$ cat config.mk
export PLATFORM = sky130hd
export DESIGN_NAME = decode_top
export DESIGN_NICKNAME = d
export VERILOG_FILES = /design/src/decode_pkg.sv /design/src/branch_classify.sv /design/src/ctrl_table.sv /design/src/decode_top.sv
export SDC_FILE = /design/constraint.sdc
export NUM_CORES = 1
export LEC_CHECK = 0
export BUFFER_PORTS_ARGS = -buffer_cell sky130_fd_sc_hd__buf_2
export CORE_ASPECT_RATIO = 0.75
export CORE_MARGIN = 3
export CORE_UTILIZATION = 54
export DETAILED_ROUTE_END_ITERATION = 8
export GPL_ROUTABILITY_DRIVEN = 0
export PLACE_DENSITY_LB_ADDON = 0.15
export SYNTH_ARGS = -nofsm -noshare
export SYNTH_HDL_FRONTEND = slang
export SYNTH_HIERARCHICAL = 1
export SYNTH_SLANG_ARGS = --single-unit
$ cat constraint.sdc
create_clock -name clk -period 2.3 [get_ports clk]
set_clock_uncertainty 0.2 [all_clocks]
set_input_delay 0.345 -clock clk [delete_from_list [all_inputs] [get_ports clk]]
set_output_delay 0.345 -clock clk [all_outputs]
set_load 0.005 [all_outputs]
$ cat src/decode_pkg.sv
`default_nettype none

package decode_pkg;

        typedef logic [31:0] inst_t;
        typedef logic [5:0]  opcode_t;
        typedef logic [5:0]  funct_t;
        typedef logic [4:0]  reg_addr_t;

        typedef enum logic [5:0] {
                ALU_ADD, ALU_ADDU, ALU_SUB, ALU_SUBU, ALU_SLT, ALU_SLTU,
                ALU_AND, ALU_OR, ALU_XOR, ALU_NOR, ALU_LUI,
                ALU_SLL, ALU_SRL, ALU_SRA,
                ALU_MULT, ALU_MULTU, ALU_DIV, ALU_DIVU,
                ALU_MFHI, ALU_MFLO, ALU_MTHI, ALU_MTLO,
                ALU_BREK, ALU_SYSC, ALU_ERET, ALU_MFC0, ALU_MTC0,
                ALU_OUTA // Passes PC+8 for link
        } alu_op_t;

        typedef enum logic [1:0] {
                SRC_REG, // Operand 2 from rt
                SRC_IMM,
                SRC_SFT, // Shift amount field
                SRC_PCA
        } alu_src_t;

        typedef enum logic {
                EXT_SIGN = 1'b0,
                EXT_ZERO = 1'b1
        } ext_t;

        typedef enum logic [1:0] {
                MEM_NOOP, MEM_LOAD, MEM_STOR
        } mem_type_t;

        typedef enum logic [1:0] {
                SZ_BYTE, SZ_HALF, SZ_FULL
        } mem_size_t;

        localparam reg_addr_t LINK_REG = 5'd31; // Link target for JAL family

        // Primary opcodes
        localparam opcode_t OP_SPECIAL = 6'b000000;
        localparam opcode_t OP_REGIMM  = 6'b000001;
        localparam opcode_t OP_J       = 6'b000010;
        localparam opcode_t OP_JAL     = 6'b000011;
        localparam opcode_t OP_BEQ     = 6'b000100;
        localparam opcode_t OP_BNE     = 6'b000101;
        localparam opcode_t OP_BLEZ    = 6'b000110;
        localparam opcode_t OP_BGTZ    = 6'b000111;
        localparam opcode_t OP_ADDI    = 6'b001000;
        localparam opcode_t OP_ADDIU   = 6'b001001;
        localparam opcode_t OP_SLTI    = 6'b001010;
        localparam opcode_t OP_SLTIU   = 6'b001011;
        localparam opcode_t OP_ANDI    = 6'b001100;
        localparam opcode_t OP_ORI     = 6'b001101;
        localparam opcode_t OP_XORI    = 6'b001110;
        localparam opcode_t OP_LUI     = 6'b001111;
        localparam opcode_t OP_COP0    = 6'b010000;
        localparam opcode_t OP_LB      = 6'b100000;
        localparam opcode_t OP_LH      = 6'b100001;
        localparam opcode_t OP_LW      = 6'b100011;
        localparam opcode_t OP_LBU     = 6'b100100;
        localparam opcode_t OP_LHU     = 6'b100101;
        localparam opcode_t OP_SB      = 6'b101000;
        localparam opcode_t OP_SH      = 6'b101001;
        localparam opcode_t OP_SW      = 6'b101011;

        // SPECIAL function codes
        localparam funct_t FN_SLL     = 6'b000000;
        localparam funct_t FN_SRL     = 6'b000010;
        localparam funct_t FN_SRA     = 6'b000011;
        localparam funct_t FN_SLLV    = 6'b000100;
        localparam funct_t FN_SRLV    = 6'b000110;
        localparam funct_t FN_SRAV    = 6'b000111;
        localparam funct_t FN_JR      = 6'b001000;
        localparam funct_t FN_JALR    = 6'b001001;
        localparam funct_t FN_SYSCALL = 6'b001100;
        localparam funct_t FN_BREAK   = 6'b001101;
        localparam funct_t FN_MFHI    = 6'b010000;
        localparam funct_t FN_MTHI    = 6'b010001;
        localparam funct_t FN_MFLO    = 6'b010010;
        localparam funct_t FN_MTLO    = 6'b010011;
        localparam funct_t FN_MULT    = 6'b011000;
        localparam funct_t FN_MULTU   = 6'b011001;
        localparam funct_t FN_DIV     = 6'b011010;
        localparam funct_t FN_DIVU    = 6'b011011;
        localparam funct_t FN_ADD     = 6'b100000;
        localparam funct_t FN_ADDU    = 6'b100001;
        localparam funct_t FN_SUB     = 6'b100010;
        localparam funct_t FN_SUBU    = 6'b100011;
        localparam funct_t FN_AND     = 6'b100100;
        localparam funct_t FN_OR      = 6'b100101;
        localparam funct_t FN_XOR     = 6'b100110;
        localparam funct_t FN_NOR     = 6'b100111;
        localparam funct_t FN_SLT     = 6'b101010;
        localparam funct_t FN_SLTU    = 6'b101011;

        // REGIMM branch selectors in the rt field
        localparam reg_addr_t RT_BLTZ   = 5'b00000;
        localparam reg_addr_t RT_BGEZ   = 5'b00001;
        localparam reg_addr_t RT_BLTZAL = 5'b10000;
        localparam reg_addr_t RT_BGEZAL = 5'b10001;

        localparam inst_t     ERET_WORD = 32'h4200_0018;
        localparam reg_addr_t COP0_MF   = 5'b00000; // rs of MFC0
        localparam reg_addr_t COP0_MT   = 5'b00100; // rs of MTC0

        typedef struct packed {
                inst_t     inst;
                opcode_t   opcode;
                reg_addr_t rs;
                reg_addr_t rt;
                reg_addr_t rd;
                funct_t    funct;
                logic      is_branch;
                logic      is_branch_al; // Branch that links to r31
        } inst_fields_t;

        typedef struct packed {
                alu_op_t   alu_op;
                alu_src_t  alu_src;
                ext_t      imm_ext;
                mem_type_t mem_type;
                mem_size_t mem_size;
                reg_addr_t wb_dest;
                logic      wb_en;
                ext_t      load_ext;
                logic      priv_inst;
                logic      undefined_inst;
        } ctrl_t;

        localparam ctrl_t CTRL_DEFAULT = '{
                alu_op:         ALU_ADDU,
                alu_src:        SRC_REG,
                imm_ext:        EXT_SIGN,
                mem_type:       MEM_NOOP,
                mem_size:       SZ_FULL,
                wb_dest:        '0,
                wb_en:          1'b0,
                load_ext:       EXT_ZERO,
                priv_inst:      1'b0,
                undefined_inst: 1'b0
        };

endpackage

`default_nettype wire

$ cat src/branch_classify.sv
`timescale 1ns/10ps
`default_nettype none

module branch_classify (
        input  logic                     clk,
        input  logic                     rst,
        input  logic                     inst_valid,
        input  decode_pkg::inst_t        inst,
        output logic                     fields_valid,
        output decode_pkg::inst_fields_t fields
);
        import decode_pkg::*;

        inst_fields_t fields_d;

        always_comb begin
                fields_d.inst         = inst;
                fields_d.opcode       = inst[31:26];
                fields_d.rs           = inst[25:21];
                fields_d.rt           = inst[20:16];
                fields_d.rd           = inst[15:11];
                fields_d.funct        = inst[5:0];
                fields_d.is_branch    = 1'b0;
                fields_d.is_branch_al = 1'b0;

                case (fields_d.opcode)
                        OP_BEQ, OP_BNE, OP_BLEZ, OP_BGTZ, OP_J:
                                fields_d.is_branch = 1'b1;
                        OP_JAL: begin
                                fields_d.is_branch    = 1'b1;
                                fields_d.is_branch_al = 1'b1;
                        end
                        OP_REGIMM: begin
                                case (fields_d.rt) // Branch kind sits in rt
                                        RT_BLTZ, RT_BGEZ:
                                                fields_d.is_branch = 1'b1;
                                        RT_BLTZAL, RT_BGEZAL: begin
                                                fields_d.is_branch    = 1'b1;
                                                fields_d.is_branch_al = 1'b1;
                                        end
                                        default: ;
                                endcase
                        end
                        OP_SPECIAL:
                                // JALR treated as a plain jump here
                                fields_d.is_branch = (fields_d.funct == FN_JR) ||
                                                     (fields_d.funct == FN_JALR);
                        default: ;
                endcase
        end

        always_ff @(posedge clk) begin
                if (rst) begin
                        fields_valid <= 1'b0;
                        fields       <= '0;
                end else begin
                        fields_valid <= inst_valid;
                        fields       <= fields_d;
                end
        end

endmodule

`default_nettype wire

$ cat src/ctrl_table.sv
`timescale 1ns/10ps
`default_nettype none

module ctrl_table (
        input  logic                     clk,
        input  logic                     rst,
        input  logic                     fields_valid,
        input  decode_pkg::inst_fields_t fields,
        output logic                     ctrl_valid,
        output decode_pkg::ctrl_t        ctrl
);
        import decode_pkg::*;

        ctrl_t     ctrl_d;
        reg_addr_t rd;
        reg_addr_t rt;

        // Plain ALU op with a chosen operand source
        function automatic ctrl_t r_ctrl(alu_op_t op, alu_src_t src, reg_addr_t dest,
                                         logic wb);
                ctrl_t c;
                c         = CTRL_DEFAULT;
                c.alu_op  = op;
                c.alu_src = src;
                c.wb_dest = dest;
                c.wb_en   = wb;
                return c;
        endfunction

        function automatic ctrl_t i_ctrl(alu_op_t op, ext_t ext, reg_addr_t dest);
                ctrl_t c;
                c         = r_ctrl(op, SRC_IMM, dest, 1'b1);
                c.imm_ext = ext;
                return c;
        endfunction

        // Address is base plus sign-extended offset
        function automatic ctrl_t m_ctrl(mem_type_t mt, mem_size_t ms, ext_t lext,
                                         reg_addr_t dest);
                ctrl_t c;
                c          = r_ctrl(ALU_ADDU, SRC_IMM, dest, mt == MEM_LOAD);
                c.mem_type = mt;
                c.mem_size = ms;
                c.load_ext = lext;
                return c;
        endfunction

        assign rd = fields.rd;
        assign rt = fields.rt;

        always_comb begin
                ctrl_d = CTRL_DEFAULT;
                casez ({fields.opcode, fields.funct})
                        {OP_SPECIAL, FN_ADD}:   ctrl_d = r_ctrl(ALU_ADD, SRC_REG, rd, 1'b1);
                        {OP_SPECIAL, FN_ADDU}:  ctrl_d = r_ctrl(ALU_ADDU, SRC_REG, rd, 1'b1);
                        {OP_SPECIAL, FN_SUB}:   ctrl_d = r_ctrl(ALU_SUB, SRC_REG, rd, 1'b1);
                        {OP_SPECIAL, FN_SUBU}:  ctrl_d = r_ctrl(ALU_SUBU, SRC_REG, rd, 1'b1);
                        {OP_SPECIAL, FN_SLT}:   ctrl_d = r_ctrl(ALU_SLT, SRC_REG, rd, 1'b1);
                        {OP_SPECIAL, FN_SLTU}:  ctrl_d = r_ctrl(ALU_SLTU, SRC_REG, rd, 1'b1);
                        {OP_SPECIAL, FN_AND}:   ctrl_d = r_ctrl(ALU_AND, SRC_REG, rd, 1'b1);
                        {OP_SPECIAL, FN_OR}:    ctrl_d = r_ctrl(ALU_OR, SRC_REG, rd, 1'b1);
                        {OP_SPECIAL, FN_XOR}:   ctrl_d = r_ctrl(ALU_XOR, SRC_REG, rd, 1'b1);
                        {OP_SPECIAL, FN_NOR}:   ctrl_d = r_ctrl(ALU_NOR, SRC_REG, rd, 1'b1);
                        {OP_SPECIAL, FN_SLL}:   ctrl_d = r_ctrl(ALU_SLL, SRC_SFT, rd, 1'b1);
                        {OP_SPECIAL, FN_SLLV}:  ctrl_d = r_ctrl(ALU_SLL, SRC_REG, rd, 1'b1);
                        {OP_SPECIAL, FN_SRL}:   ctrl_d = r_ctrl(ALU_SRL, SRC_SFT, rd, 1'b1);
                        {OP_SPECIAL, FN_SRLV}:  ctrl_d = r_ctrl(ALU_SRL, SRC_REG, rd, 1'b1);
                        {OP_SPECIAL, FN_SRA}:   ctrl_d = r_ctrl(ALU_SRA, SRC_SFT, rd, 1'b1);
                        {OP_SPECIAL, FN_SRAV}:  ctrl_d = r_ctrl(ALU_SRA, SRC_REG, rd, 1'b1);
                        {OP_SPECIAL, FN_MULT}:  ctrl_d = r_ctrl(ALU_MULT, SRC_REG, rd, 1'b0);
                        {OP_SPECIAL, FN_MULTU}: ctrl_d = r_ctrl(ALU_MULTU, SRC_REG, rd, 1'b0);
                        {OP_SPECIAL, FN_DIV}:   ctrl_d = r_ctrl(ALU_DIV, SRC_REG, rd, 1'b0);
                        {OP_SPECIAL, FN_DIVU}:  ctrl_d = r_ctrl(ALU_DIVU, SRC_REG, rd, 1'b0);
                        {OP_SPECIAL, FN_MFHI}:  ctrl_d = r_ctrl(ALU_MFHI, SRC_REG, rd, 1'b1);
                        {OP_SPECIAL, FN_MFLO}:  ctrl_d = r_ctrl(ALU_MFLO, SRC_REG, rd, 1'b1);
                        {OP_SPECIAL, FN_MTHI}:  ctrl_d = r_ctrl(ALU_MTHI, SRC_REG, rd, 1'b0);
                        {OP_SPECIAL, FN_MTLO}:  ctrl_d = r_ctrl(ALU_MTLO, SRC_REG, rd, 1'b0);
                        {OP_SPECIAL, FN_BREAK}: begin
                                ctrl_d           = r_ctrl(ALU_BREK, SRC_REG, rd, 1'b0);
                                ctrl_d.priv_inst = 1'b1;
                        end
                        {OP_SPECIAL, FN_SYSCALL}: begin
                                ctrl_d           = r_ctrl(ALU_SYSC, SRC_REG, rd, 1'b0);
                                ctrl_d.priv_inst = 1'b1;
                        end
                        {OP_ADDI, 6'b??????}:   ctrl_d = i_ctrl(ALU_ADD, EXT_SIGN, rt);
                        {OP_ADDIU, 6'b??????}:  ctrl_d = i_ctrl(ALU_ADDU, EXT_SIGN, rt);
                        {OP_SLTI, 6'b??????}:   ctrl_d = i_ctrl(ALU_SLT, EXT_SIGN, rt);
                        {OP_SLTIU, 6'b??????}:  ctrl_d = i_ctrl(ALU_SLTU, EXT_SIGN, rt);
                        {OP_ANDI, 6'b??????}:   ctrl_d = i_ctrl(ALU_AND, EXT_ZERO, rt);
                        {OP_ORI, 6'b??????}:    ctrl_d = i_ctrl(ALU_OR, EXT_ZERO, rt);
                        {OP_XORI, 6'b??????}:   ctrl_d = i_ctrl(ALU_XOR, EXT_ZERO, rt);
                        {OP_LUI, 6'b??????}:    ctrl_d = i_ctrl(ALU_LUI, EXT_ZERO, rt);
                        {OP_LB, 6'b??????}:  ctrl_d = m_ctrl(MEM_LOAD, SZ_BYTE, EXT_SIGN, rt);
                        {OP_LBU, 6'b??????}: ctrl_d = m_ctrl(MEM_LOAD, SZ_BYTE, EXT_ZERO, rt);
                        {OP_LH, 6'b??????}:  ctrl_d = m_ctrl(MEM_LOAD, SZ_HALF, EXT_SIGN, rt);
                        {OP_LHU, 6'b??????}: ctrl_d = m_ctrl(MEM_LOAD, SZ_HALF, EXT_ZERO, rt);
                        {OP_LW, 6'b??????}:  ctrl_d = m_ctrl(MEM_LOAD, SZ_FULL, EXT_ZERO, rt);
                        {OP_SB, 6'b??????}:  ctrl_d = m_ctrl(MEM_STOR, SZ_BYTE, EXT_ZERO, rt);
                        {OP_SH, 6'b??????}:  ctrl_d = m_ctrl(MEM_STOR, SZ_HALF, EXT_ZERO, rt);
                        {OP_SW, 6'b??????}:  ctrl_d = m_ctrl(MEM_STOR, SZ_FULL, EXT_ZERO, rt);
                        {OP_COP0, 6'b??????}: begin
                                // ERET first, its rs would not match MFC0 or MTC0 anyway
                                if (fields.inst == ERET_WORD)
                                        ctrl_d = r_ctrl(ALU_ERET, SRC_REG, rt, 1'b0);
                                else if (fields.rs == COP0_MF)
                                        ctrl_d = r_ctrl(ALU_MFC0, SRC_REG, rt, 1'b1);
                                else if (fields.rs == COP0_MT)
                                        ctrl_d = r_ctrl(ALU_MTC0, SRC_REG, rt, 1'b0);
                                else
                                        ctrl_d.undefined_inst = 1'b1;
                                ctrl_d.priv_inst = 1'b1; // Whole COP0 group
                        end
                        default: begin
                                if (fields.is_branch && fields.is_branch_al)
                                        ctrl_d = r_ctrl(ALU_OUTA, SRC_PCA, LINK_REG, 1'b1);
                                else
                                        ctrl_d.undefined_inst = ~fields.is_branch;
                        end
                endcase
        end

        always_ff @(posedge clk) begin
                if (rst) begin
                        ctrl_valid <= 1'b0;
                        ctrl       <= '0;
                end else begin
                        ctrl_valid <= fields_valid;
                        ctrl       <= ctrl_d;
                end
        end

endmodule

`default_nettype wire

$ cat src/decode_top.sv
`timescale 1ns/10ps
`default_nettype none

module decode_top (
        input  logic              clk,
        input  logic              rst,
        input  logic              inst_valid,
        input  decode_pkg::inst_t inst,
        output logic              ctrl_valid,
        output decode_pkg::ctrl_t ctrl
);
        import decode_pkg::*;

        logic         fields_valid;
        inst_fields_t fields; // Classified word, one cycle behind inst

        branch_classify i_classify (
                .clk          (clk),
                .rst          (rst),
                .inst_valid   (inst_valid),
                .inst         (inst),
                .fields_valid (fields_valid),
                .fields       (fields)
        );

        ctrl_table i_ctrl (
                .clk          (clk),
                .rst          (rst),
                .fields_valid (fields_valid),
                .fields       (fields),
                .ctrl_valid   (ctrl_valid),
                .ctrl         (ctrl)
        );

endmodule

`default_nettype wire

==> results.yml <==
status:
  status: "finished clean"
run:
  maxCapViolCount: 0
clocking:
  cts_buffers: 9
  postCtsSetupBuffers: 0
  cts_tree: "done"
  clk_pin_slew_worst_paths_ps: 60
  clk_latency_ps: 330
  post_cts_resize_count: 0
  clockRootBuffer: "clkbuf_8"
  cts_max_level: 3
  clock-sinks: 57
  clockBufferDepth: 2
  holdBufCountCts: 0
power:
  seqPwrFrac_pct: 43.9
  irDropWorstVdd_mv: 0.5595
  power_leakage_nw: 1.280
  combPwrFrac_pct: 10.1
  p_sw_uw: 541.1
  clockPowerShare_pct: 45.9
  power_density_nw_per_um2: 807.7
  swShare_pct: 22.17
  internal_power_mw: 1.900
placement:
  dpl.hpwl_mm: 3.886
  dp_slack_ps: 107.0
  numPortBuffers: 56
  placedInstanceArea_um2: 2778
synthesis:
  synth_top_cell_by_area: "dfxtp_1"
  yosys.area.top_type_share_pct: 43.20
  ys_ff_latch: 57
  yosysSeqAreaShare_pct: 43.20
  syn_area_um2: 2641
  synth_edf_count: 0
  ys_top_cells_by_area: "dfxtp_1 (43%), nor2b_1 (8.5%), buf_4 (8.0%)"
  syn_avg_cell_area_um2: 9.300
  synthesis.nets: 319
  ys_warn_count: 6
  synth_ff_type: "dfxtp_1"
  synthCells: 284
  synth_cell_type_count: 52
  async_flop_share_pct: 0
routing:
  drc: 0
  first_iter_violations: 75
  wl_per_cell_um: 13.58
  vias: 2007
  ant_nets: 0
  routed_via_density: 5.254
  dr.pass1.iters: 4
  wirelength_mm: 5.189
layout:
  final_cell_area_um2: 3022
  layout-drive-gt1-share_pct: 30.15
  fillCellCount: 405
  multi_input_area_um2: 1192
  seq_area_um2: 1141
  syn_to_final_growth_pct: 14.40
  diodes: 0
  final_core_utilization_pct: 65.71
  nNetsFinal: 355
floorplanning:
  core_region_area_um2: 4598
  die_area_um2: 5775
  rows: 21
  die_height_um: 66.57
  initial_utilization_pct: 57.44
  die_width_um: 86.76
  io_pins: 58
worst_setup_path:
  required_ps: 2310
  worst-path-max-fanout: 10
  r2r_cells: 7
  critPathArrivalTime_ps: 2190
  cp-end-kind: "register"
  path_class: "reg -> reg"
  critPathLaunchType: "register"
  ff2ff_setup_slack_ps: 120
global_routing:
  grt_usage_pct: 19.19
  grt_max_degree: 30
  grt_pass1_wl_mm: 8.273
  antenna_found_initial: 0
  grt_overflow: 0
  grt_pass1_vias: 1720
sta:
  setup_viol: 0
  finalCritPeriodShare_pct: 94.78
  final_hold_viol_count: 0
  slew_headroom_pct: 60.30
  worst_pin_slew_ps: 589.2
  worst_slack_ps: 120.1
  min_period_ps: 2180
  drv_slew: 0
  timing.fmax_mhz: 458.7
  holdWs_ps: 16.89
hold_path:
  holdPathStages: 2
  hold_class: "in -> reg"
==> layer usage <==
layer | track usage, % | vias to the layer above | wire length (µm)
met4 | 8.755 | 0 | 62
met2 | 26.43 | 55 | 2241
met5 | 0 | - | 0
met1 | 26.38 | 916 | 2542
met3 | 7.046 | 5 | 342
li1 | - | 1031 | -
==> path summary, 6_finish.rpt <==
check | startpoint | end
max | i_classify/fields[56] | i_ctrl/ctrl[5]
min | inst[12] | i_classify/fields[41]
max reg2reg | i_classify/fields[56] | i_ctrl/ctrl[5]
min reg2reg | i_classify/fields_valid | i_ctrl/ctrl_valid
==> metrics by stage <==
step / TNS (ps) / instances / power (mW)
after floorplan: 0 / 284 / 1.284
after global placement: 0 / 366 / 1.338
after detailed placement: 0 / 366 / 1.339
final: 0 / 382 / 2.441
after global routing: -15.18 / 382 / 2.542
after CTS: 0 / 382 / 2.462
==> cell type report <==
type / instances / area share, %
Clock inverter: 6 / 3.478
Clock buffer: 10 / 4.555
Inverter: 1 / 0.1242
Multi-Input combinational cell: 183 / 39.46
Timing Repair Buffer: 68 / 12.26
Sequential cell: 57 / 37.76
Tap cell: 57 / 2.360
==> synthesized netlist by cell type (2+ instances only) <==
library cell,instances
nor3_1,6
nor2_2,2
a221oi_1,2
nand2_1,15
buf_4,28
and2_1,2
o21ai_0,13
and3_1,2
a31o_2,2
nor2_1,22
dfxtp_1,57
a21boi_0,2
clkbuf_1,8
nand3b_1,3
nand2b_1,6
a21o_1,2
nor4_1,7
nor2b_1,36
and2b_1,2
buf_6,5
o21a_1,2
mux2i_1,2
a221o_1,5
nor4_4,2
xor2_1,3
nor3b_1,3
nor4b_1,5
nand4_1,3
a211oi_1,2
a21oi_1,11
nand3_1,3
==> logic make-up (layout without fill, tap and decap cells) <==
group | Yosys count | in the layout | share of synthesized area (%)
xor+xnor | 3 | 3 | 0.9950
buf+inv | 44 | 85 | 11.70
mux | 2 | 2 | 0.7580
simple gates | 126 | 126 | 28.99
other cells | 1 | 1 | 0.1420
flops | 57 | 57 | 43.20
compound gates | 51 | 51 | 14.21
==> power by group through the flow <==
stage               Sequential [mW]  Clock, mW  Combinational [mW]
finish                         1.07       1.12               0.248
global route                   1.08       1.19               0.275
CTS                            1.07       1.14               0.247
detailed placement             1.09          0               0.246
global placement               1.09          0               0.244
floorplan                      1.08          0               0.204
==> state kept, by name, indices dropped and copies added, names as in the netlist <==
signal,cells
i_ctrl/ctrl_valid,1
i_ctrl/ctrl,21
i_classify/fields_valid,1
i_classify/fields,34
==> layout by cell type (no fill, tap or decap), types with 3 or more instances in the layout <==
master     count
a21oi_1       11
a221o_1        5
buf_2         56
buf_4         12
bufinv_16      3
clkbuf_8      10
clkinv_2       3
dfxtp_1       57
nand2_1       15
nand2b_1       6
nand3_1        3
nand3b_1       3
nand4_1        3
nor2_1        22
nor2b_1       36
nor3_1         6
nor3b_1        3
nor4_1         7
nor4b_1        5
o21ai_0       13
xor2_1         3
==> critical path, stage by stage, from the launching register on <==
cell,delay [ps]
dfxtp_1,430
nor4_4,390
and2_2,270
o311ai_4,130
nand2_1,140
nor3_1,60
buf_4,170
a221o_1,260
(Power assumes the default switching activity.)
